$ cat src/verilog/dm_macros.svh
/*
 * Debug module constants: bus and DMI widths, SRAM depth,
 * hart timing and debug register field positions
 */
`ifndef DM_MACROS_SVH
`define DM_MACROS_SVH

`define DM_DATA_W      32
`define DM_SBADDR_W    32
`define DM_DMIADDR_W   7
`define DM_SRAM_WORDS  256
`define DM_HALT_CYCLES 4
`define DM_RESET_PC    32'h0000_1000
`define DM_CSR_DPC     12'h7b1

// DMControl
`define DM_HALTREQ_BIT      31
`define DM_RESUMEREQ_BIT    30
`define DM_DMACTIVE_BIT     0
// DMStatus
`define DM_ALLRESUMEACK_BIT 17
`define DM_ALLHALTED_BIT    9
// AbstractCS
`define DM_CMDERR_HI        10
`define DM_CMDERR_LO        8
// Command
`define DM_TRANSFER_BIT     17
`define DM_WRITE_BIT        16
`define DM_REGNO_HI         15
`define DM_REGNO_LO         0
// SBCS
`define DM_SBBUSY_BIT       21
`define DM_SBREADONADDR_BIT 20
`define DM_SBACCESS_HI      19
`define DM_SBACCESS_LO      17
`define DM_SBAUTOINC_BIT    16
`define DM_SBREADONDATA_BIT 15
`define DM_SBERROR_HI       14
`define DM_SBERROR_LO       12

`endif

$ cat src/verilog/dm_pkg.sv
/*
 * Shared debug module types: data, address and DMI vectors,
 * DMI and system bus request structs, register map and FSM states
 */
`include "dm_macros.svh"

package dm_pkg;

  typedef logic [`DM_DATA_W-1:0]    dm_word_t;
  typedef logic [`DM_SBADDR_W-1:0]  sb_addr_t;
  typedef logic [`DM_DMIADDR_W-1:0] dmi_addr_t;

  typedef enum logic [1:0] {
    DMI_NOP   = 2'd0,
    DMI_READ  = 2'd1,
    DMI_WRITE = 2'd2
  } dmi_op_e;

  // DMI register map, only the implemented subset
  typedef enum logic [`DM_DMIADDR_W-1:0] {
    DATA0      = 7'h04,
    DMCONTROL  = 7'h10,
    DMSTATUS   = 7'h11,
    ABSTRACTCS = 7'h16,
    COMMAND    = 7'h17,
    SBCS       = 7'h38,
    SBADDRESS0 = 7'h39,
    SBDATA0    = 7'h3c
  } dm_reg_e;

  typedef struct packed {
    dmi_addr_t addr;
    dmi_op_e   op;
    dm_word_t  data;
  } dmi_req_t;

  // One system bus word access
  typedef struct packed {
    sb_addr_t addr;
    logic     we;
    dm_word_t wdata;
  } sb_req_t;

  typedef enum logic [1:0] {
    HART_RUNNING,
    HART_HALTING,
    HART_HALTED
  } hart_state_e;

  typedef enum logic [1:0] {
    SBA_IDLE,
    SBA_REQ,
    SBA_RELEASE
  } sba_state_e;

endpackage

$ cat src/verilog/dm_hart_ctrl.sv
/*
 * Modelled hart run control: halt delay, resume from DPC,
 * DPC register and program counter
 */
`timescale 1ns/1ps
`include "dm_macros.svh"

module dm_hart_ctrl (
  input  logic             clk_i,
  input  logic             rst_i,
  input  logic             halt_req_i,
  input  logic             resume_req_i,
  input  logic             dpc_we_i,
  input  dm_pkg::dm_word_t dpc_i,
  output logic             halted_o,
  output logic             resumeack_o,
  output logic             running_o,
  output dm_pkg::sb_addr_t pc_o
);

  localparam int CntW = $clog2(`DM_HALT_CYCLES + 1);

  dm_pkg::hart_state_e state_q;
  logic [CntW-1:0]     cnt_q;
  dm_pkg::dm_word_t    dpc_q;

  assign halted_o  = (state_q == dm_pkg::HART_HALTED);
  assign running_o = (state_q == dm_pkg::HART_RUNNING);

  always_ff @(posedge clk_i) begin
    if (rst_i) begin
      state_q     <= dm_pkg::HART_RUNNING;
      cnt_q       <= '0;
      dpc_q       <= '0;
      pc_o        <= `DM_RESET_PC;
      resumeack_o <= 1'b0;
    end else begin
      if (dpc_we_i) dpc_q <= dpc_i;
      case (state_q)
        dm_pkg::HART_RUNNING: begin
          if (halt_req_i) begin
            cnt_q       <= CntW'(`DM_HALT_CYCLES - 1);
            resumeack_o <= 1'b0;
            state_q     <= dm_pkg::HART_HALTING;
          end
        end
        dm_pkg::HART_HALTING: begin
          // Counts down to the halted state
          if (cnt_q == '0) begin
            state_q <= dm_pkg::HART_HALTED;
          end else begin
            cnt_q <= cnt_q - 1'b1;
          end
        end
        dm_pkg::HART_HALTED: begin
          // haltreq has priority over resumereq
          if (resume_req_i && !halt_req_i) begin
            pc_o        <= dpc_q;
            resumeack_o <= 1'b1;
            state_q     <= dm_pkg::HART_RUNNING;
          end
        end
        default: state_q <= dm_pkg::HART_RUNNING;
      endcase
    end
  end

endmodule

$ cat config.mk
export PLATFORM = sky130hd
export DESIGN_NAME = dm_hart_ctrl
export DESIGN_NICKNAME = d
export VERILOG_FILES = /design/src/verilog/dm_pkg.sv /design/src/verilog/dm_hart_ctrl.sv
export VERILOG_INCLUDE_DIRS = /design/src /design/src/verilog
export SDC_FILE = /design/constraint.sdc
export NUM_CORES = 1
export LEC_CHECK = 0
export BUFFER_PORTS_ARGS = -buffer_cell sky130_fd_sc_hd__buf_4
export CAP_MARGIN = 15
export CORE_ASPECT_RATIO = 0.8
export CORE_UTILIZATION = 30
export CTS_BUF_LIST = sky130_fd_sc_hd__clkbuf_4
export DETAILED_ROUTE_END_ITERATION = 10
export HOLD_SLACK_MARGIN = 0.15
export MAX_ROUTING_LAYER = met4
export PLACE_DENSITY = 0.56
export SYNTH_ARGS = -nofsm -noshare
export SYNTH_HDL_FRONTEND = slang
export SYNTH_SLANG_ARGS = --single-unit
$ cat constraint.sdc
create_clock -name clk_i -period 2.25 [get_ports clk_i]
set_input_delay 0.45 -clock clk_i [delete_from_list [all_inputs] [get_ports clk_i]]
set_output_delay 0.45 -clock clk_i [all_outputs]
set_load 0.05 [all_outputs]
==> run metrics <==
fillers 902; Hold EP dpc_q[5]; max_cap viols 0; post-synthesis cell type count 28; area grow syn2layout 26.6%; post-route ant nets 0; internal power 1.76 mW; PwrDens 695 nW/µm²; worst reg2reg path depth 4; postcts setup bufs 0; routed via count 2034; initial DRC count 72; area of the multi-input gates 1160 µm²; final setup vio count 0; TritonCTS Buffers 9; Placeable Area 8600 µm²; largest net degree at the start of global routing 40; IO buf count 71; Fin. Hold Viols 0; worst skew pair latency 0.40 ns; most common cell after layout, fill and taps aside buf_4; final WL 5840 µm; Clock transition at path regs 0.11 ns; Max FO, Critical Path 9; Vias per Instance 4.40; Global Route Usage Sum 0.140; Design Power 2.37 mW; static leakage 1.43 nW; crit path DAT 1.42 ns; critical path's largest stage delay 0.55 ns; synthesized flop and latch total 70; layout cells sized above 1 0.340; TritonCTS clock tree yes; DRC 0; cells along the critical path and2b_2 -> buf_4; WP data required 1.80 ns; post-route setup TNS 0 ns; Sw Pwr 0.612 mW; ant diodes 0; total grt overflow 0; RSZ-0062 raised after global routing false; cell count after synthesis 281; Layout Nets 384; Detailed Place HPWL 3700 µm; initial antenna violation count 0; worst path buffer plus inverter count 1; Worst Clk Skew 0.0102 ns; minimum clock period 1.87 ns; CTS Sinks 70; combinational power share 0.115; outcome completed; WHS Path Cells 3; YS warnings 0; H-tree depth 3; share of power burned in registers 0.558; Die Y 86.7 µm; critical path class reg -> out; post-layout util 0.396; post_cts resized 0; Reg-to-Reg Start state_q[1]; fmax 535 MHz; Clock Power Share 0.326; Reg2Reg Capture Point pc_o[26]; Wirelength per Cell 12.6 µm; sequential area share after synthesis 0.521; r2r setup slk 0.77 ns; starting density of the core 0.313; period utilization 0.831; Largest delay share family, worst path flip-flops; site row count 30; Synthesized Nets 320; Worst Hold Class in -> reg; Die ar. 9350 µm²; boundary pin count 72; first-pass GRT wire length 9560 µm; Hold Startpoint dpc_i[5]; Clock Tree Root clkbuf_4; most frequent cells in the layout 73 x buf_4, 70 x dfxtp_1, 65 x nand2_1, 36 x nor2_1, 33 x mux2i_1; register area 1400 µm²; Worst VDD drop 221 µV; Max Root-Sink Buffers 2; # hold bufs at CTS 0; worst-path cell with the longest stage delay dfxtp_1; DR pass1 iterations 5; Setup crit end kind output pin; Rel. slew slack 0.605; vias in the first global route 1942; Final Max Tran Viols 0; CP Launch Type register; syn_area_per_cell 9.57 µm²; Min Hold Slack 0.272 ns; Final Wtd Congestion 0.729; worst-margin pin slew 0.592 ns; width of the die 108 µm; Sw Share 0.259; Netlist Area Pre-Place 2690 µm²
## cells by family after synthesis
family                   Yosys count  synth area share
flip-flops                        70             0.521
buffers and inverters             24            0.0563
AO/OA/AOI/OAI                     40             0.118
multiplexers                      33             0.123
AND/OR/NAND/NOR                  112             0.173
adder cells (fa/ha/maj)            2           0.00931
## registers in the layout, indices dropped and copies added (netlist names)
signal,flops
cnt_q,3
resumeack_o,1
state_q,2
pc_o,32
dpc_q,32
## area by class of cell
class                           instances  share of cell area
Clock buffer                           10              0.0221
Clock inverter                          6              0.0154
Inverter                                3             0.00331
Multi-Input combinational cell        187               0.340
Sequential cell                        70               0.412
Tap cell                              112              0.0412
Timing Repair Buffer                   74               0.167
## cell usage after synthesis
library cell,number,area (µm²)
a211oi_1,1,7.51
o21ai_0,1,5.00
buf_8,2,30.0
o21ba_2,1,10.0
a2bb2oi_1,1,8.76
mux2i_1,33,330
nand2b_1,4,25.0
a41o_2,1,11.3
nand4bb_1,1,11.3
inv_1,3,11.3
buf_2,9,45.0
nor2b_1,1,6.26
dfxtp_1,70,1400
clkbuf_1,6,22.5
buf_12,1,20.0
nor2_1,36,135
buf_1,1,3.75
nand2_1,65,244
buf_6,1,11.3
a21oi_2,25,219
nor4b_1,1,8.76
a21bo_2,1,10.0
and2b_2,1,8.76
a21oi_1,9,45.0
ha_1,2,25.0
nand3b_1,2,15.0
nor4bb_1,1,10.0
buf_4,1,7.51
## power groups by stage
stage                     clock [mW]  combinational (mW)  sequential [mW]
after floorplan                    0               0.180             1.35
after global placement             0               0.271             1.35
after detailed placement           0               0.277             1.35
after CTS                      0.798               0.278             1.32
after global routing           0.858               0.302             1.33
final                          0.772               0.273             1.32
## worst register-to-register path, delay by kind of cell, from the launching register on
family	cells	cell delay, ns
compound gates	1	0.12
buf+inv	1	0.37
flops	1	0.53
simple gates	2	0.39
## per-layer routing
metal,GRT usage,vias to the layer above,part of all wire
met3,0.0564,6,0.063
met1,0.176,928,0.49
met4,0.0486,0,0.0079
met2,0.202,48,0.44
met5,-,-,0
li1,-,1052,-
## through the flow
step                      std cells  worst slack, ns  cell area [µm²]
after floorplan                 281            0.714             2690
after global placement          446            0.723             3280
after detailed placement        446            0.694             3280
after CTS                       462            0.344             3400
after global routing            462            0.259             3400
final                           462            0.380             3400
## worst max path at each step
stage | startpoint | end | slack [ns] | cells after the start
after global placement | halt_req_i | pc_o[24] | 0.72 | 5
after global routing | state_q[0] | halted_o | 0.26 | 2
final | state_q[0] | halted_o | 0.38 | 2
after floorplan | state_q[0] | running_o | 0.71 | 2
after detailed placement | halt_req_i | pc_o[10] | 0.69 | 5
after CTS | state_q[0] | halted_o | 0.34 | 2
(Power assumes the default switching activity.)
