### src/verilog/dm_macros.svh
/*
 * Debug module constants: bus and DMI widths, SRAM depth,
 * hart timing and debug register field positions
 */
`ifndef DM_MACROS_SVH
`define DM_MACROS_SVH

`define DM_DATA_W      32
`define DM_SBADDR_W    32
`define DM_DMIADDR_W   7
`define DM_SRAM_WORDS  256
`define DM_HALT_CYCLES 4
`define DM_RESET_PC    32'h0000_1000
`define DM_CSR_DPC     12'h7b1

// DMControl
`define DM_HALTREQ_BIT      31
`define DM_RESUMEREQ_BIT    30
`define DM_DMACTIVE_BIT     0
// DMStatus
`define DM_ALLRESUMEACK_BIT 17
`define DM_ALLHALTED_BIT    9
// AbstractCS
`define DM_CMDERR_HI        10
`define DM_CMDERR_LO        8
// Command
`define DM_TRANSFER_BIT     17
`define DM_WRITE_BIT        16
`define DM_REGNO_HI         15
`define DM_REGNO_LO         0
// SBCS
`define DM_SBBUSY_BIT       21
`define DM_SBREADONADDR_BIT 20
`define DM_SBACCESS_HI      19
`define DM_SBACCESS_LO      17
`define DM_SBAUTOINC_BIT    16
`define DM_SBREADONDATA_BIT 15
`define DM_SBERROR_HI       14
`define DM_SBERROR_LO       12

`endif

### src/verilog/dm_pkg.sv
/*
 * Shared debug module types: data, address and DMI vectors,
 * DMI and system bus request structs, register map and FSM states
 */
`include "dm_macros.svh"

package dm_pkg;

  typedef logic [`DM_DATA_W-1:0]    dm_word_t;
  typedef logic [`DM_SBADDR_W-1:0]  sb_addr_t;
  typedef logic [`DM_DMIADDR_W-1:0] dmi_addr_t;

  typedef enum logic [1:0] {
    DMI_NOP   = 2'd0,
    DMI_READ  = 2'd1,
    DMI_WRITE = 2'd2
  } dmi_op_e;

  // DMI register map, only the implemented subset
  typedef enum logic [`DM_DMIADDR_W-1:0] {
    DATA0      = 7'h04,
    DMCONTROL  = 7'h10,
    DMSTATUS   = 7'h11,
    ABSTRACTCS = 7'h16,
    COMMAND    = 7'h17,
    SBCS       = 7'h38,
    SBADDRESS0 = 7'h39,
    SBDATA0    = 7'h3c
  } dm_reg_e;

  typedef struct packed {
    dmi_addr_t addr;
    dmi_op_e   op;
    dm_word_t  data;
  } dmi_req_t;

  // One system bus word access
  typedef struct packed {
    sb_addr_t addr;
    logic     we;
    dm_word_t wdata;
  } sb_req_t;

  typedef enum logic [1:0] {
    HART_RUNNING,
    HART_HALTING,
    HART_HALTED
  } hart_state_e;

  typedef enum logic [1:0] {
    SBA_IDLE,
    SBA_REQ,
    SBA_RELEASE
  } sba_state_e;

endpackage

### src/verilog/dm_sba.sv
/*
 * System bus master: takes one word request at a time and runs it
 * over the four-phase req/ack bus to the SRAM
 */
`timescale 1ns/1ps

module dm_sba (
  input  logic             clk_i,
  input  logic             rst_i,
  input  logic             start_i,
  input  dm_pkg::sb_req_t  req_i,
  output logic             busy_o,
  output logic             done_o,
  output dm_pkg::dm_word_t rdata_o,
  output logic             bus_req_o,
  output dm_pkg::sb_req_t  bus_data_o,
  input  logic             bus_ack_i,
  input  dm_pkg::dm_word_t bus_rdata_i
);

  dm_pkg::sba_state_e state_q;

  assign busy_o = (state_q != dm_pkg::SBA_IDLE);

  always_ff @(posedge clk_i) begin
    if (rst_i) begin
      state_q   <= dm_pkg::SBA_IDLE;
      bus_req_o <= 1'b0;
      done_o    <= 1'b0;
    end else begin
      done_o <= 1'b0;
      case (state_q)
        dm_pkg::SBA_IDLE: begin
          if (start_i) begin
            bus_req_o <= 1'b1;
            state_q   <= dm_pkg::SBA_REQ;
          end
        end
        dm_pkg::SBA_REQ: begin
          if (bus_ack_i) begin
            bus_req_o <= 1'b0;
            state_q   <= dm_pkg::SBA_RELEASE;
          end
        end
        dm_pkg::SBA_RELEASE: begin
          // Slave must drop ack before the next request
          if (!bus_ack_i) begin
            done_o  <= 1'b1;
            state_q <= dm_pkg::SBA_IDLE;
          end
        end
        default: state_q <= dm_pkg::SBA_IDLE;
      endcase
    end
  end

  // Request payload and read data
  always_ff @(posedge clk_i) begin
    if (state_q == dm_pkg::SBA_IDLE && start_i) bus_data_o <= req_i;
    if (state_q == dm_pkg::SBA_REQ && bus_ack_i) rdata_o <= bus_rdata_i;
  end

endmodule

### config.mk
export PLATFORM = sky130hd
export DESIGN_NAME = dm_sba
export DESIGN_NICKNAME = d
export VERILOG_FILES = /design/src/verilog/dm_pkg.sv /design/src/verilog/dm_sba.sv
export VERILOG_INCLUDE_DIRS = /design/src /design/src/verilog
export SDC_FILE = /design/constraint.sdc
export NUM_CORES = 1
export LEC_CHECK = 0
export BUFFER_PORTS_ARGS = -buffer_cell sky130_fd_sc_hd__buf_4
export CORE_MARGIN = 10
export CORE_UTILIZATION = 38
export CTS_CLUSTER_DIAMETER = 80
export DETAILED_ROUTE_END_ITERATION = 12
export HOLD_SLACK_MARGIN = 0.05
export PLACE_DENSITY = 0.72
export SLEW_MARGIN = 20
export SYNTH_ARGS = -nofsm -noshare
export SYNTH_HDL_FRONTEND = slang
export SYNTH_SLANG_ARGS = --single-unit
### constraint.sdc
create_clock -name clk_i -period 6.1 [get_ports clk_i]
set_clock_uncertainty 0.05 [all_clocks]
set_input_delay 1.83 -clock clk_i [delete_from_list [all_inputs] [get_ports clk_i]]
set_output_delay 1.83 -clock clk_i [all_outputs]
set_load 0.02 [all_outputs]
==> reports/results.tsv <==
stage	metric	value	unit
logic_synthesis	async_reset_ff_share	0	%
global_route	track_usage	13.8	%
placed_design	io_buffers	200	
logic_synthesis	ys_ff_latch	101	
global_route	grt_pass1_wl	12200	um
power	pwr-share-seq	53.3	%
power	p_sw	0.329	mW
drt	vias	1955	
critical_path	worstPathRequired	6.05	ns
power	switching_share	21.3	%
clocking	h-tree-depth	3	
die	start_util	39.6	%
power	p_int	1.22	mW
die	die_w	110	um
clocking	cts-root-buf	clkbuf_8	
power	total_power	1.55	mW
clocking	clkTransAtPathRegs	0.09	ns
global_route	grt_start_max_net_pins	39	
logic_synthesis	synth_nets	216	
logic_synthesis	yosysMostFrequentCell	edfxtp_1	
drt	wl_per_cell	20.2	um
global_route	grt_pass1_vias	2108	
logic_synthesis	synth_area_leaders	edfxtp_1, dfxtp_1, a2111oi_2	
finish	area_delta_synth_final	62.2	%
clocking	cts_buffer_depth	2	
run	cap_viol_max_count	0	
die	core-area	7810	um2
hold_path	hold_start	bus_req_o$_SDFFE_PP0P_	
critical_path	critPathKind	input pin to flop	
critical_path	cpMostUsedCell	buf_4	
drt	ant_nets	0	
finish	stdcell_area	5010	um2
drt	routed.top_layer	met4	
power	p_leak	2.09	nW
logic_synthesis	synth_top_area_cell	edfxtp_1	
drt	drt-initial-drc-count	81	
sta	hold_viol	0	
sta	drv_slew	0	
placed_design	dp_hpwl	7260	um
clocking	post-cts-setup-buffers	0	
die	io_pins	201	
global_route	grt-ovfl-total	0	
clocking	clk_latency	0.34	ns
die	rows	32	
clocking	clock_sinks	101	
logic_synthesis	avgSynthCellArea	26.9	um2
global_route	antenna_found_initial	0	
critical_path	cp_slowest_cell	nor2_4	
sta	fin_ws	2.91	ns
logic_synthesis	synth_flop_cell	edfxtp_1	
critical_path	crit_chain	buf_4 > inv_1 > nor2_4 > buf_4	
drt	wl_met2	3790	um
drt	wl_met1	3150	um
placed_design	placed_area	4750	um2
logic_synthesis	synthTopCellsByCount	edfxtp_1, dfxtp_1, inv_1	
logic_synthesis	synth_top_area_share	94.3	%
critical_path	crit_arrival	3.14	ns
logic_synthesis	ys_types	15	
power	p_comb_share	12.2	%
sta	setup_viol	0	
logic_synthesis	synth_area	3090	um2
clocking	ctsHoldBuffers	0	
drt	wirelength	8800	um
logic_synthesis	postSynthCellCount	115	
finish	fin_nets	429	
clocking	cts_made_buffers	9	
critical_path	cpPeakStageDelay	0.60	ns
sta	whs	0.461	ns
outcome	status	finished, final reports clean	
logic_synthesis	synth_seq_area_share	96.8	%
sta	finalCritPeriodShare	52.3	%
die	die_area	12100	um2
power	ir_drop	0.139	mV
drt	dr_wl_met3	1750	um
sta	fin_tns_setup	0	ns
die	die-height	110	um
hold_path	hp-class	flop to flop	
sta	max_freq	314	MHz
placed_design	post-place-ws	2.49	ns
placed_design	place_congestion	0.774	
critical_path	path_max_fanout	38	
finish	layout-drive-gt1-share	67.0	%
sta	rsz0062_at_grt	false	
sta	timing.slew.headroom	49.0	%
sta	fin_crit	3.19	ns
drt	via_per_inst	4.49	
drt	drc	0	
drt	dr.pass1.iters	4	
finish	n_antenna_cell	0	
critical_path	crit_start	start_i	
logic_synthesis	synth_edf_count	97	
clocking	cts_tree	built	
clocking	cts_resized	0	
critical_path	r2r_start	state_q[0]$_SDFFE_PP0P_	
logic_synthesis	yosysWarningCount	0	
power	power_density	308	nW/um2
power	pwr-share-clk	34.5	%
critical_path	start_kind	input pin	
critical_path	worst_setup_path_end_kind	flop	
sta	tightest_slew	0.763	ns
-- final cells by class --
| type | count | area, um2 |
|---|---|---|
| inverters | 2 | 7.51 |
| clock inverters | 7 | 143 |
| clock buffers | 9 | 124 |
| repair buffers | 202 | 1520 |
| flip-flops and latches | 101 | 2990 |
| fillers | 565 | 2790 |
| multi-input cells | 12 | 103 |
| well taps | 102 | 128 |
-- cell families (layout without fill, tap and decap cells) --
family	Yosys count	count (layout)	share of synthesized area, %
compound gates	4	4	1.05
xor+xnor	1	1	0.283
buf+inv	2	220	0.243
flops	101	101	96.8
simple gates	7	7	1.58
-- worst max-delay path, delay by kind of cell --
kind                   cells  cell delay, ns
buffers and inverters      3            0.68
AND/OR/NAND/NOR            1            0.60
-- registers in the layout, indices dropped and copies added, names as in the netlist --
| name | count |
|---|---|
| bus_req_o | 1 |
| bus_data_o | 65 |
| state_q | 2 |
| done_o | 1 |
| rdata_o | 32 |
-- metal layers --
metal	GRT usage, %	up-vias
li1	-	881
met1	15.2	892
met2	20.6	171
met3	9.69	11
met4	5.23	0
met5	0	-
-- worst paths after layout --
check | slack, ns | cells after the start | endpoint
setup / recovery | 2.91 | 4 | bus_data_o[42]$_DFFE_PP_
hold / removal | 0.46 | 2 | bus_req_o$_SDFFE_PP0P_
setup reg to reg | 3.87 | 3 | bus_data_o[42]$_DFFE_PP_
hold reg to reg | 0.46 | 2 | bus_req_o$_SDFFE_PP0P_
-- power groups by stage --
stage,Clock [mW],Combinational (mW),Sequential [mW]
2_1_floorplan,0,0.0205,0.893
3_3_place_gp,0,0.190,0.838
3_5_place_dp,0,0.193,0.840
4_1_cts,0.549,0.193,0.824
5_1_grt,0.580,0.202,0.828
6_report,0.533,0.189,0.823
-- cells in the final DEF (no fill, tap or decap), drive strengths merged --
master and instances:
a2111oi 1, a21oi 1, buf 202, bufinv 4
clkbuf 9, clkinv 1, dfxtp 4, edfxtp 97
inv 4, nor2 2, nor2b 1, nor3 1
nor3b 1, nor4b 1, o21ai 1, o21bai 1
or2 1, xnor2 1
-- through the flow --
stage / utilization [%] / instances
after floorplan: - / 115
after global placement: 60.8 / 419
after detailed placement: 60.8 / 419
after CTS: 64.2 / 435
after global routing: 64.2 / 435
final: 64.2 / 435
No activity file was read; power rests on OpenSTA's default activity.
