**src/verilog/dm_macros.svh**
```systemverilog
/*
 * Debug module constants: bus and DMI widths, SRAM depth,
 * hart timing and debug register field positions
 */
`ifndef DM_MACROS_SVH
`define DM_MACROS_SVH

`define DM_DATA_W      32
`define DM_SBADDR_W    32
`define DM_DMIADDR_W   7
`define DM_SRAM_WORDS  256
`define DM_HALT_CYCLES 4
`define DM_RESET_PC    32'h0000_1000
`define DM_CSR_DPC     12'h7b1

// DMControl
`define DM_HALTREQ_BIT      31
`define DM_RESUMEREQ_BIT    30
`define DM_DMACTIVE_BIT     0
// DMStatus
`define DM_ALLRESUMEACK_BIT 17
`define DM_ALLHALTED_BIT    9
// AbstractCS
`define DM_CMDERR_HI        10
`define DM_CMDERR_LO        8
// Command
`define DM_TRANSFER_BIT     17
`define DM_WRITE_BIT        16
`define DM_REGNO_HI         15
`define DM_REGNO_LO         0
// SBCS
`define DM_SBBUSY_BIT       21
`define DM_SBREADONADDR_BIT 20
`define DM_SBACCESS_HI      19
`define DM_SBACCESS_LO      17
`define DM_SBAUTOINC_BIT    16
`define DM_SBREADONDATA_BIT 15
`define DM_SBERROR_HI       14
`define DM_SBERROR_LO       12

`endif

```
**src/verilog/dm_pkg.sv**
```systemverilog
/*
 * Shared debug module types: data, address and DMI vectors,
 * DMI and system bus request structs, register map and FSM states
 */
`include "dm_macros.svh"

package dm_pkg;

  typedef logic [`DM_DATA_W-1:0]    dm_word_t;
  typedef logic [`DM_SBADDR_W-1:0]  sb_addr_t;
  typedef logic [`DM_DMIADDR_W-1:0] dmi_addr_t;

  typedef enum logic [1:0] {
    DMI_NOP   = 2'd0,
    DMI_READ  = 2'd1,
    DMI_WRITE = 2'd2
  } dmi_op_e;

  // DMI register map, only the implemented subset
  typedef enum logic [`DM_DMIADDR_W-1:0] {
    DATA0      = 7'h04,
    DMCONTROL  = 7'h10,
    DMSTATUS   = 7'h11,
    ABSTRACTCS = 7'h16,
    COMMAND    = 7'h17,
    SBCS       = 7'h38,
    SBADDRESS0 = 7'h39,
    SBDATA0    = 7'h3c
  } dm_reg_e;

  typedef struct packed {
    dmi_addr_t addr;
    dmi_op_e   op;
    dm_word_t  data;
  } dmi_req_t;

  // One system bus word access
  typedef struct packed {
    sb_addr_t addr;
    logic     we;
    dm_word_t wdata;
  } sb_req_t;

  typedef enum logic [1:0] {
    HART_RUNNING,
    HART_HALTING,
    HART_HALTED
  } hart_state_e;

  typedef enum logic [1:0] {
    SBA_IDLE,
    SBA_REQ,
    SBA_RELEASE
  } sba_state_e;

endpackage

```
**src/verilog/dm_regs.sv**
```systemverilog
/*
 * DMI slave with the debug register file: DMControl, DMStatus, Data0,
 * AbstractCS, Command, SBCS, SBAddress0 and SBData0.
 * Starts system bus accesses and drives hart halt, resume and DPC writes.
 */
`timescale 1ns/1ps
`include "dm_macros.svh"

module dm_regs (
  input  logic             clk_i,
  input  logic             rst_i,
  input  logic             dmi_req_i,
  input  dm_pkg::dmi_req_t dmi_req_data_i,
  output logic             dmi_ack_o,
  output dm_pkg::dm_word_t dmi_rdata_o,
  output logic             sb_start_o,
  output dm_pkg::sb_req_t  sb_req_o,
  input  logic             sb_busy_i,
  input  logic             sb_done_i,
  input  dm_pkg::dm_word_t sb_rdata_i,
  output logic             halt_req_o,
  output logic             resume_req_o,
  output logic             dpc_we_o,
  output dm_pkg::dm_word_t dpc_o,
  input  logic             halted_i,
  input  logic             resumeack_i
);

  logic             dmactive_q;
  dm_pkg::dm_word_t data0_q;
  logic [2:0]       cmderr_q;
  logic             sbreadonaddr_q;
  logic [2:0]       sbaccess_q;
  logic             sbautoinc_q;
  logic             sbreadondata_q;
  logic [2:0]       sberror_q;
  dm_pkg::sb_addr_t sbaddr_q;
  dm_pkg::dm_word_t sbdata_q;

  logic             dmi_fire;
  logic             dmi_wr;
  logic             cmd_is_dpc_wr;
  dm_pkg::dm_word_t rdata_d;
  logic             sb_trig;
  logic             sb_trig_we;
  dm_pkg::sb_addr_t sb_trig_addr;
  logic             sb_launch;

  // One access per rising req
  assign dmi_fire = dmi_req_i && !dmi_ack_o;
  assign dmi_wr   = dmi_fire && (dmi_req_data_i.op == dm_pkg::DMI_WRITE);
  assign dpc_o    = data0_q;

  assign cmd_is_dpc_wr = dmi_req_data_i.data[`DM_TRANSFER_BIT] &&
                         dmi_req_data_i.data[`DM_WRITE_BIT] &&
                         (dmi_req_data_i.data[`DM_REGNO_HI:`DM_REGNO_LO] ==
                          {4'h0, `DM_CSR_DPC});

  //////////////////////////////////////////////////////////////////////
  // Read mux
  //////////////////////////////////////////////////////////////////////

  always_comb begin
    rdata_d = '0;
    if (dmactive_q) begin
      case (dmi_req_data_i.addr)
        dm_pkg::DMCONTROL: begin
          rdata_d[`DM_HALTREQ_BIT]   = halt_req_o;
          rdata_d[`DM_RESUMEREQ_BIT] = resume_req_o;
          rdata_d[`DM_DMACTIVE_BIT]  = dmactive_q;
        end
        dm_pkg::DMSTATUS: begin
          rdata_d[`DM_ALLRESUMEACK_BIT] = resumeack_i;
          rdata_d[`DM_ALLHALTED_BIT]    = halted_i;
        end
        dm_pkg::DATA0:      rdata_d = data0_q;
        dm_pkg::ABSTRACTCS: rdata_d[`DM_CMDERR_HI:`DM_CMDERR_LO] = cmderr_q;
        dm_pkg::SBCS: begin
          // Busy also covers the start pulse before the master picks it up
          rdata_d[`DM_SBBUSY_BIT]                   = sb_busy_i | sb_start_o;
          rdata_d[`DM_SBREADONADDR_BIT]             = sbreadonaddr_q;
          rdata_d[`DM_SBACCESS_HI:`DM_SBACCESS_LO]  = sbaccess_q;
          rdata_d[`DM_SBAUTOINC_BIT]                = sbautoinc_q;
          rdata_d[`DM_SBREADONDATA_BIT]             = sbreadondata_q;
          rdata_d[`DM_SBERROR_HI:`DM_SBERROR_LO]    = sberror_q;
        end
        dm_pkg::SBADDRESS0: rdata_d = sbaddr_q;
        dm_pkg::SBDATA0:    rdata_d = sbdata_q;
        default:            rdata_d = '0;
      endcase
    end
  end

  //////////////////////////////////////////////////////////////////////
  // System bus triggers
  //////////////////////////////////////////////////////////////////////

  always_comb begin
    sb_trig      = 1'b0;
    sb_trig_we   = 1'b0;
    sb_trig_addr = sbaddr_q;
    if (dmi_fire && dmactive_q) begin
      if (dmi_req_data_i.op == dm_pkg::DMI_WRITE) begin
        if (dmi_req_data_i.addr == dm_pkg::SBADDRESS0) begin
          sb_trig      = sbreadonaddr_q;
          sb_trig_addr = dmi_req_data_i.data;
        end else if (dmi_req_data_i.addr == dm_pkg::SBDATA0) begin
          sb_trig    = 1'b1;
          sb_trig_we = 1'b1;
        end
      end else if (dmi_req_data_i.op == dm_pkg::DMI_READ &&
                   dmi_req_data_i.addr == dm_pkg::SBDATA0) begin
        sb_trig = sbreadondata_q;
      end
    end
  end

  // Dropped while an access is still in flight
  assign sb_launch = sb_trig && (sberror_q == 3'd0) && (sbaccess_q == 3'd2) &&
                     !sb_busy_i && !sb_start_o;

  always_ff @(posedge clk_i) begin
    if (sb_launch) begin
      sb_req_o.addr  <= sb_trig_addr;
      sb_req_o.we    <= sb_trig_we;
      sb_req_o.wdata <= dmi_req_data_i.data;
    end
  end

  //////////////////////////////////////////////////////////////////////
  // Register updates and DMI handshake
  //////////////////////////////////////////////////////////////////////

  always_ff @(posedge clk_i) begin
    if (rst_i) begin
      dmi_ack_o      <= 1'b0;
      dmi_rdata_o    <= '0;
      sb_start_o     <= 1'b0;
      dpc_we_o       <= 1'b0;
      halt_req_o     <= 1'b0;
      resume_req_o   <= 1'b0;
      dmactive_q     <= 1'b0;
      data0_q        <= '0;
      cmderr_q       <= 3'd0;
      sbreadonaddr_q <= 1'b0;
      sbaccess_q     <= 3'd0;
      sbautoinc_q    <= 1'b0;
      sbreadondata_q <= 1'b0;
      sberror_q      <= 3'd0;
      sbaddr_q       <= '0;
      sbdata_q       <= '0;
    end else begin
      sb_start_o <= sb_launch;
      dpc_we_o   <= 1'b0;

      if (dmi_fire) begin
        dmi_ack_o   <= 1'b1;
        dmi_rdata_o <= (dmi_req_data_i.op == dm_pkg::DMI_READ) ? rdata_d : '0;
      end else if (!dmi_req_i) begin
        dmi_ack_o <= 1'b0;
      end

      // Finished bus access
      if (sb_done_i) begin
        if (!sb_req_o.we) sbdata_q <= sb_rdata_i;
        if (sbautoinc_q) sbaddr_q <= sbaddr_q + 32'd4;
      end

      // Only word accesses are supported
      if (sb_trig && (sberror_q == 3'd0) && (sbaccess_q != 3'd2)) sberror_q <= 3'd4;

      if (dmi_wr && dmi_req_data_i.addr == dm_pkg::DMCONTROL) begin
        dmactive_q   <= dmi_req_data_i.data[`DM_DMACTIVE_BIT];
        halt_req_o   <= dmi_req_data_i.data[`DM_HALTREQ_BIT] &
                        dmi_req_data_i.data[`DM_DMACTIVE_BIT];
        resume_req_o <= dmi_req_data_i.data[`DM_RESUMEREQ_BIT] &
                        dmi_req_data_i.data[`DM_DMACTIVE_BIT];
      end

      if (dmi_wr && dmactive_q) begin
        case (dmi_req_data_i.addr)
          dm_pkg::DATA0: data0_q <= dmi_req_data_i.data;
          dm_pkg::ABSTRACTCS: begin
            cmderr_q <= cmderr_q & ~dmi_req_data_i.data[`DM_CMDERR_HI:`DM_CMDERR_LO];
          end
          dm_pkg::COMMAND: begin
            // Blocked until cmderr is cleared
            if (cmderr_q == 3'd0) begin
              if (!cmd_is_dpc_wr) begin
                cmderr_q <= 3'd2;
              end else if (!halted_i) begin
                cmderr_q <= 3'd4;
              end else begin
                dpc_we_o <= 1'b1;
              end
            end
          end
          dm_pkg::SBCS: begin
            sbreadonaddr_q <= dmi_req_data_i.data[`DM_SBREADONADDR_BIT];
            sbaccess_q     <= dmi_req_data_i.data[`DM_SBACCESS_HI:`DM_SBACCESS_LO];
            sbautoinc_q    <= dmi_req_data_i.data[`DM_SBAUTOINC_BIT];
            sbreadondata_q <= dmi_req_data_i.data[`DM_SBREADONDATA_BIT];
            sberror_q      <= sberror_q &
                              ~dmi_req_data_i.data[`DM_SBERROR_HI:`DM_SBERROR_LO];
          end
          dm_pkg::SBADDRESS0: sbaddr_q <= dmi_req_data_i.data;
          dm_pkg::SBDATA0:    sbdata_q <= dmi_req_data_i.data;
          default: ;
        endcase
      end
    end
  end

endmodule

```
**config.mk**
```make
export PLATFORM = sky130hd
export DESIGN_NAME = dm_regs
export DESIGN_NICKNAME = d
export VERILOG_FILES = /design/src/verilog/dm_pkg.sv /design/src/verilog/dm_regs.sv
export VERILOG_INCLUDE_DIRS = /design/src /design/src/verilog
export SDC_FILE = /design/constraint.sdc
export NUM_CORES = 1
export LEC_CHECK = 0
export BUFFER_PORTS_ARGS = -buffer_cell sky130_fd_sc_hd__buf_2
export CAP_MARGIN = 20
export CORE_MARGIN = 2
export CORE_UTILIZATION = 58
export DETAILED_ROUTE_END_ITERATION = 8
export GPL_TIMING_DRIVEN = 0
export PLACE_DENSITY = 0.82
export SKIP_CTS_REPAIR_TIMING = 1
export SLEW_MARGIN = 20
export SYNTH_ARGS = -nofsm -noshare
export SYNTH_HDL_FRONTEND = slang
export SYNTH_SLANG_ARGS = --single-unit
export TNS_END_PERCENT = 5
```
**constraint.sdc**
```tcl
create_clock -name clk_i -period 9.8 [get_ports clk_i]
set_clock_uncertainty 0.15 [all_clocks]
set_input_delay 0.98 -clock clk_i [delete_from_list [all_inputs] [get_ports clk_i]]
set_output_delay 0.98 -clock clk_i [all_outputs]
set_load 0.02 [all_outputs]
```
==> summary.md, run 1 <==
| Metric | Value |
|---|---|
| Area share of the largest cell type after synthesis | between 30% and 40% |
| Syn avg cell area | 9.46 um2 |
| Worst Hold End | dmi_rdata_o[9] |
| Io pins | about 210 |
| CTS buffer count | 22 |
| HP Class | reg2reg |
| DR WL/cell | between 20 and 25 um |
| Post-Syn Area | about 9500 um2 |
| Core area | about 16000 um2 |
| Asr flop ratio synth | 0% |
| Hold Startpoint | dmi_rdata_o[9] |
| EDFF count, synth | 65 |
| Total gr overflow | 0 |
| Register bit total from synthesis | 211 |
| Pleak | ~4.6 nW |
| R2R setup slack | 7090 ps |
| Vias | 9170 |
| Area fraction in compound gates after synthesis | between 10% and 20% |
| Synth Warn # | 0 |
| Internal power | ~1.5 mW |
| IR drop worst, VDD | around 120 uV |
| DR DRC count | 0 |
| Placed Cells | 1430 |
| Synth area leader | dfxtp_1 |
| Mux share of post-synthesis cell area | between 4 and 5% |
| Switching pwr | around 0.41 mW |
| WHS Path Cells | 2 |
| Syn Nets | 1082 |
| Worst-case reg-to-reg path depth | 5 |
| Crit path kind | in2reg |
| Final setup violation count | 0 |
| PortBufs | 211 |
| Syn Inst Count | ~1000 |
| Endpoint class of the critical path | flop |
| RSZ-0062 raised after global routing | false |
| CTS Root Cell | clkbuf_16 |
| Die Area | approximately 17000 um2 |
| Crit path required time | 9860 ps |
| Starting density of the core | around three fifths |
| CP arrival | 3540 ps |
| End of the worst register-to-register path | sb_req_o[52] |
| DP Wirelength | 23300 um |
| Util after Layout | approximately 73% |
| PwrDens | about 160 nW/um2 |
| Vias in the first global route | between 8000 and 9000 |
| Worst Setup Start Kind | input pin |
| Sw frac | approximately 22% |
| FMAX | ~290 MHz |
| Part of the power in registers | about half |
| Worst r2r src | dmi_ack_o |
| Drt pass-1 iters | 9 |
| Count of pins over their slew limit | 0 |
| Hold Vio Cnt, Final | 0 |
| Clk pwr share | a little under half |
| Vias per cell | about 6.2 |
| Seq/Total Area, Yosys | 51.5% |
| MaxCap Viol Count | 0 |
| Simple-Gate Fraction of Synth Area | around a fifth |
| Area Overhead vs Synth | 22.5% |
| Die height | roughly 130 um |
| Worst-margin pin slew | 926 ps |
| Max Root-Sink Buffers | 3 |
| Largest net degree at the start of global routing | 31 |
| Final WL | 32200 um |
| Layout cells sized above 1 | between 20% and 30% |
| Minimum hold slack | 296 ps |
| Yosys cell types | 64 |
| Nets | around 1300 |
| Chip width | between 100 and 150 um |
| CP max FO | 30 |
| Post-layout min period | between 3000 and 4000 ps |
| Main area contributors after synthesis | dfxtp_1 (31%), edfxtp_1 (21%), nand2_1 (7.7%), a211oi_1 (4.8%), mux2i_1 (4.5%) |
| Final non-filler cell total | 1470 |
| Rel. slew slack | 37.4% |
| Antenna violations before repair | 0 |
| Comb pwr share | ~4.5% |
| RD Place Congestion | 0.981 |
| Final setup TNS | 0 ps |
| CTS tree | built |
| Post-synthesis xor/xnor area fraction | approximately 2.7% |
| FILL cells | around 1200 |
| Most used DFF post-synth | dfxtp_1 |
| Routed Antenna Nets | 0 |
| Std cell rows | 46 |
| Top post-synthesis cells by count | nand2_1 (194), dfxtp_1 (146), nor2_1 (87) |
| H-tree level count | 1 |
| Antenna Cells | 0 |
| Outcome | finished clean |
| Final worst path period share | between 30% and 40% |
| Later-pin clock latency in the skew report | slightly above 500 ps |
| First DRT Iteration DRCs | 1395 |
| Largest family of logic cells by synthesized area | simple AND/OR/NAND/NOR gates |
| First-pass GRT wire length | between 40000 and 50000 um |
| Count leader, synth | nand2_1 |
| Total track usage | a little over a third |
| Post-Synth Adder-Cell Area | less than 1% |
| TritonCTS Sinks | roughly 210 |
| Clk pin slew, worst setup/hold paths | 60 ps |
## cell families (layout without fill, tap and decap cells)
kind of cell               count (synthesis)  in the layout
AOI/OAI and AO/OA                        222            222
xor gates and xnor gates                  29             29
adders and majority gates                  1              1
buffers and inverters                     82            335
DFF                                      211            211
muxes                                     44             44
and+or+nand+nor                          412            412
## critical path, stage by stage
cell     delay (ps)
buf_2           180
and4b_1         310
buf_2           260
buf_1           530
nand4_1         290
nor2_4          520
buf_16          250
buf_12          210
## power groups by stage
| stage | registers, mW | logic (mW) | clock network (mW) |
|---|---|---|---|
| 2_1_floorplan | 0.917 | 0.0268 | 0 |
| 3_3_place_gp | 0.916 | 0.0771 | 0 |
| 3_5_place_dp | 0.916 | 0.0778 | 0 |
| 4_1_cts | 0.897 | 0.0784 | 0.873 |
| 5_1_grt | 0.897 | 0.0841 | 0.904 |
| 6_report | 0.897 | 0.0829 | 0.878 |
## metal layers
metal / share of wire [%] / GRT usage, % / wire, um / vias to the layer above
li1: - / - / - / 4126
met1: 38 / 50.8 / 12400 / 4247
met2: 45 / 55.4 / 14400 / 701
met3: 13 / 5.42 / 4170 / 96
met4: 4.0 / 14.1 / 1290 / 0
met5: 0 / 0 / 0 / -
## sequential cells by signal (all words and copies together) (netlist names)
| name | cells |
|---|---|
| sb_start_o | 1 |
| halt_req_o | 1 |
| dpc_we_o | 1 |
| resume_req_o | 1 |
| dmi_rdata_o | 32 |
| sbautoinc_q | 1 |
| dpc_o | 32 |
| sbreadondata_q | 1 |
| cmderr_q | 3 |
| dmi_ack_o | 1 |
| sbdata_q | 32 |
| sbaddr_q | 32 |
| sb_req_o | 65 |
| sbreadonaddr_q | 1 |
| sberror_q | 3 |
| sbaccess_q | 3 |
| dmactive_q | 1 |
## worst max-delay path by stage
stage                         endpoint                from  cells past startpoint  slack (ps)
after floorplan            sb_req_o[0]  dmi_req_data_i[37]                      6        4450
after global placement    sb_req_o[60]  dmi_req_data_i[37]                      6        2820
after detailed placement  sb_req_o[64]  dmi_req_data_i[37]                      8        5850
after CTS                 sb_req_o[21]  dmi_req_data_i[39]                      8        6350
after global routing      sb_req_o[19]  dmi_req_data_i[37]                      8        6200
final                     sb_req_o[61]  dmi_req_data_i[37]                      8        6320
## per-stage QoR
| stage | power, mW | worst slack [ps] | instance area [um2] |
|---|---|---|---|
| 2_1_floorplan | 0.943 | 4450 | 9470 |
| 3_3_place_gp | 0.993 | 2820 | 10800 |
| 3_5_place_dp | 0.994 | 5850 | 10900 |
| 4_1_cts | 1.85 | 6350 | 11600 |
| 5_1_grt | 1.88 | 6200 | 11600 |
| 6_report | 1.86 | 6320 | 11600 |
## placed cells by master (no fill, tap or decap), types with 3 or more instances in the layout
cell type  instances
clkbuf_1          51
o22ai_1            8
o21ai_1           12
a22o_1            22
nor3b_1            3
nor2b_1           12
a211oi_1          61
nand4_1           14
a222oi_1          16
and2_1             4
nor4_4             4
o32a_1             3
a32o_1             3
mux2i_1           43
edfxtp_1          65
a21oi_1           64
nand3_1           21
nand3b_1           5
a22oi_1           15
or3_1              3
bufinv_16          4
a32oi_1            7
dfxtp_1          146
nand2_1          194
clkbuf_16         23
buf_2            236
xnor2_1           11
nor3_1            21
nor2_1            86
xor2_1            18
and3_1             8
clkinv_1           6
nor4_1             5
and4_1             3
buf_1              7
nand2b_1           6
nand4b_1           3
## cell type report
class	count	area (um2)	share of cell area, %
multi-input combinational	708	4260	36.7
clock buffer	29	598	5.16
tap	216	270	2.33
sequential	211	4870	42.0
timing repair buffer	213	1100	9.51
clock inverter	11	148	1.27
inverter	4	15.0	0.129
buffer	78	328	2.83
No activity file was read; power rests on OpenSTA's default activity.
==> inputs of run 2 (changes only) <==
- CORE_UTILIZATION: 58 -> 49
- PLACE_DENSITY: 0.82 -> 0.73
- clock period: 9.8 -> 3.13 ns (I/O delays scaled with it)
==> run 2 against run 1 <==
Against the previous run: the run now ends with hold timing left; setup slack got worse by 6000 ps; wire length rose by 3.7%; design area rose by 3.4%; clock-buffer cell count rose by 5; clock power rose to 3.2 times the previous value; non-clock buffer count rose by 30; sequential share of layout area fell by 1.4 points; combinational power rose to 3.4 times the previous value; die area rose by 18%; register-to-register slack got worse by 6700 ps; sequential cell count did not move; critical endpoint is now sb_req_o[53].
==> summary.md, run 2 (synthesis results as in run 1) <==
| Metric | Value |
|---|---|
| Area Overhead vs Synth | 26.6% (was 22.5%) |
| Comb pwr share | 4.7% (was 4.5%) |
| Worst-case reg-to-reg path depth | 7 (was 5) |
| FMAX | roughly 350 MHz |
| Worst r2r src | dmi_ack_o (unchanged) |
| Met3 WL | 3200 um (was 4170 um) |
| Part of the power in registers | 47.9% (was 48.3%) |
| Die Area | 20500 um2 (was 17400 um2) |
| Clk pwr share | 47.4% (was 47.3%) |
| Core area | 18800 um2 (was 15900 um2) |
| Worst Hold End | sbdata_q[12] (was dmi_rdata_o[9]) |
| Rel. slew slack | 29.8% (was 37.4%) |
| First-pass GRT wire length | 49100 um (was 48500 um) |
| Failing checks | hold timing |
| Switching pwr | 1.29 mW (was 0.408 mW) |
| Worst-margin pin slew | 1050 ps (was 926 ps) |
| H-tree level count | 1 (unchanged) |
| Minimum hold slack | -2.52 ps (was 296 ps) |
| FILL cells | 1596 (was 1242) |
| RSZ-0062 raised after global routing | false (unchanged) |
| Commonest non-fill, non-tap cells in the layout | buf_2 (236), nand2_1 (194), dfxtp_1 (146), nor2_1 (86), edfxtp_1 (65) (unchanged) |
| Routed Antenna Nets | 0 (unchanged) |
| Final setup TNS | 0 ps (unchanged) |
| Worst Setup Start Kind | input pin (unchanged) |
| Drt pass-1 iters | 8 (was 9) |
| WHS Path Cells | 3 (was 2) |
| Endpoint class of the critical path | flop (unchanged) |
| Final WL | 33400 um (was 32200 um) |
| Vias per cell | 5.95 (was 6.24) |
| CP arrival | 2930 ps (was 3540 ps) |
| TritonCTS Sinks | 211 (unchanged) |
| Highest routed layer | met4 (unchanged) |
| Outcome | finished, violations left (was finished clean) |
| Antenna Cells | 0 (unchanged) |
| Vias in the first global route | 8651 (was 8559) |
| IR drop worst, VDD | 366 uV (was 122 uV) |
| End of the worst register-to-register path | sb_req_o[53] (was sb_req_o[52]) |
| Met1 WL | 13400 um (was 12400 um) |
| Internal power | 4.58 mW (was 1.45 mW) |
| Final worst path period share | approximately 90% |
| Later-pin clock latency in the skew report | 510 ps (about the same) |
| Die height | 143 um (was 132 um) |
| R2R setup slack | 390 ps (was 7090 ps) |
| CP max FO | 10 (was 30) |
| Count of pins over their slew limit | 0 (unchanged) |
| HP Class | in2reg (was reg2reg) |
| Util after Layout | 63.7% (was 72.8%) |
| Chip width | 143 um (was 132 um) |
| Pleak | 4.70 nW (was 4.56 nW) |
| Starting density of the core | 50.3% (was 59.4%) |
| Commonest non-fill, non-tap cell in the layout | buf_2 (unchanged) |
| Total track usage | 31.4% (was 35.8%) |
| MaxCap Viol Count | 0 (unchanged) |
| Std cell rows | 50 (was 46) |
| PortBufs | 211 (unchanged) |
| Final setup violation count | 0 (unchanged) |
| Hold Startpoint | sb_rdata_i[12] (was dmi_rdata_o[9]) |
| Max reg flops | 65 (unchanged) |
| Total gr overflow | 0 (unchanged) |
| DP Wirelength | 23700 um (was 23300 um) |
| CTS tree | built (unchanged) |
| Sw frac | 22.0% (was 21.9%) |
| Max Root-Sink Buffers | 3 (unchanged) |
| Crit path required time | 3230 ps (was 9860 ps) |
| Largest net degree at the start of global routing | 27 (was 31) |
| Post-layout min period | 2820 ps |
| DR DRC count | 0 (unchanged) |
| Worst setup startpoint | dmi_req_i (was dmi_req_data_i[37]) |
| Vias | 9194 (was 9170) |
| Crit path kind | in2reg (unchanged) |
| Io pins | 214 (unchanged) |
| Tot Pwr | 5.86 mW (was 1.86 mW) |
| First DRT Iteration DRCs | 982 (was 1395) |
| RD Place Congestion | 0.935 (was 0.981) |
| Nets | 1350 (was 1319) |
| Antenna violations before repair | 0 (unchanged) |
| PwrDens | 489 nW/um2 (was 160 nW/um2) |
| Clk pin slew, worst setup/hold paths | 60 ps (about the same) |
| Largest Register | sb_req_o (unchanged) |
| CTS buffer count | 23 (was 22) |
| Metal2 WL | 15800 um (was 14400 um) |
| DR WL/cell | 21.6 um (was 21.9 um) |
| CTS Root Cell | clkbuf_16 (unchanged) |
| Hold Vio Cnt, Final | 1 (was 0) |
| Layout cells sized above 1 | 22.6% (was 22.8%) |
run 2: cell count changes in the layout (fill, tap and decap cells not counted):
cell	previous run	this run
dlygate4sd3_1	0	29
buf_16	1	2
clkbuf_16	23	24
clkinv_2	1	3
clkinv_1	6	0
bufinv_16	4	3
clkbuf_8	0	1
clkinv_4	0	1
clkbuf_1	51	54
run 2: power groups by stage:
| stage | registers (mW) | logic [mW] | clock network [mW] |
|---|---|---|---|
| 2_1_floorplan | 2.87 | 0.0839 | 0 |
| 3_3_place_gp | 2.87 | 0.237 | 0 |
| 3_5_place_dp | 2.87 | 0.237 | 0 |
| 4_1_cts | 2.81 | 0.239 | 2.79 |
| 5_1_grt | 2.81 | 0.286 | 2.90 |
| 6_report | 2.81 | 0.278 | 2.78 |
run 2: how the worst max path moves through the flow:
stage                    to  slack (ps)  cells after the start
6_report       sb_req_o[53]         310                      9
5_1_grt        sb_req_o[44]         120                      9
4_1_cts        sb_req_o[53]         470                      7
3_5_place_dp   sb_req_o[61]         180                      8
3_3_place_gp   sb_req_o[56]        -770                      6
2_1_floorplan   sb_req_o[0]         210                      6
run 2: per-layer routing:
metal | GRT usage (%) | vias up
met3 | 5.33 | 77
li1 | - | 4186
met4 | 12.3 | 0
met2 | 50.8 | 519
met1 | 41.9 | 4412
met5 | 0 | -
run 2: cell type report:
class	count	area (um2)	share of cell area, %
multi-input combinational	708	4260	35.6
clock inverter	7	114	0.950
inverter	4	15.0	0.125
tap	260	325	2.71
clock buffer	34	648	5.41
timing repair buffer	243	1420	11.9
buffer	78	328	2.73
sequential	211	4870	40.7
run 2: per-stage QoR:
stage | hold slack (ps) | instance area, um2 | cells | worst slack [ps]
finish | -2.52 | 12000 | 1545 | 307
global route | 3.53 | 12000 | 1545 | 119
CTS | -92.9 | 11700 | 1516 | 471
detailed placement | 289 | 10900 | 1475 | 181
global placement | 287 | 10900 | 1472 | -769
floorplan | 251 | 9480 | 1001 | 208
run 2: critical path, cell delays in order:
cell,delay (ps)
dlygate4sd3_1,530
buf_2,160
nand3b_1,210
nor2_1,530
nand3_1,230
clkbuf_1,330
clkbuf_1,380
nand2_1,170
nand2_1,70
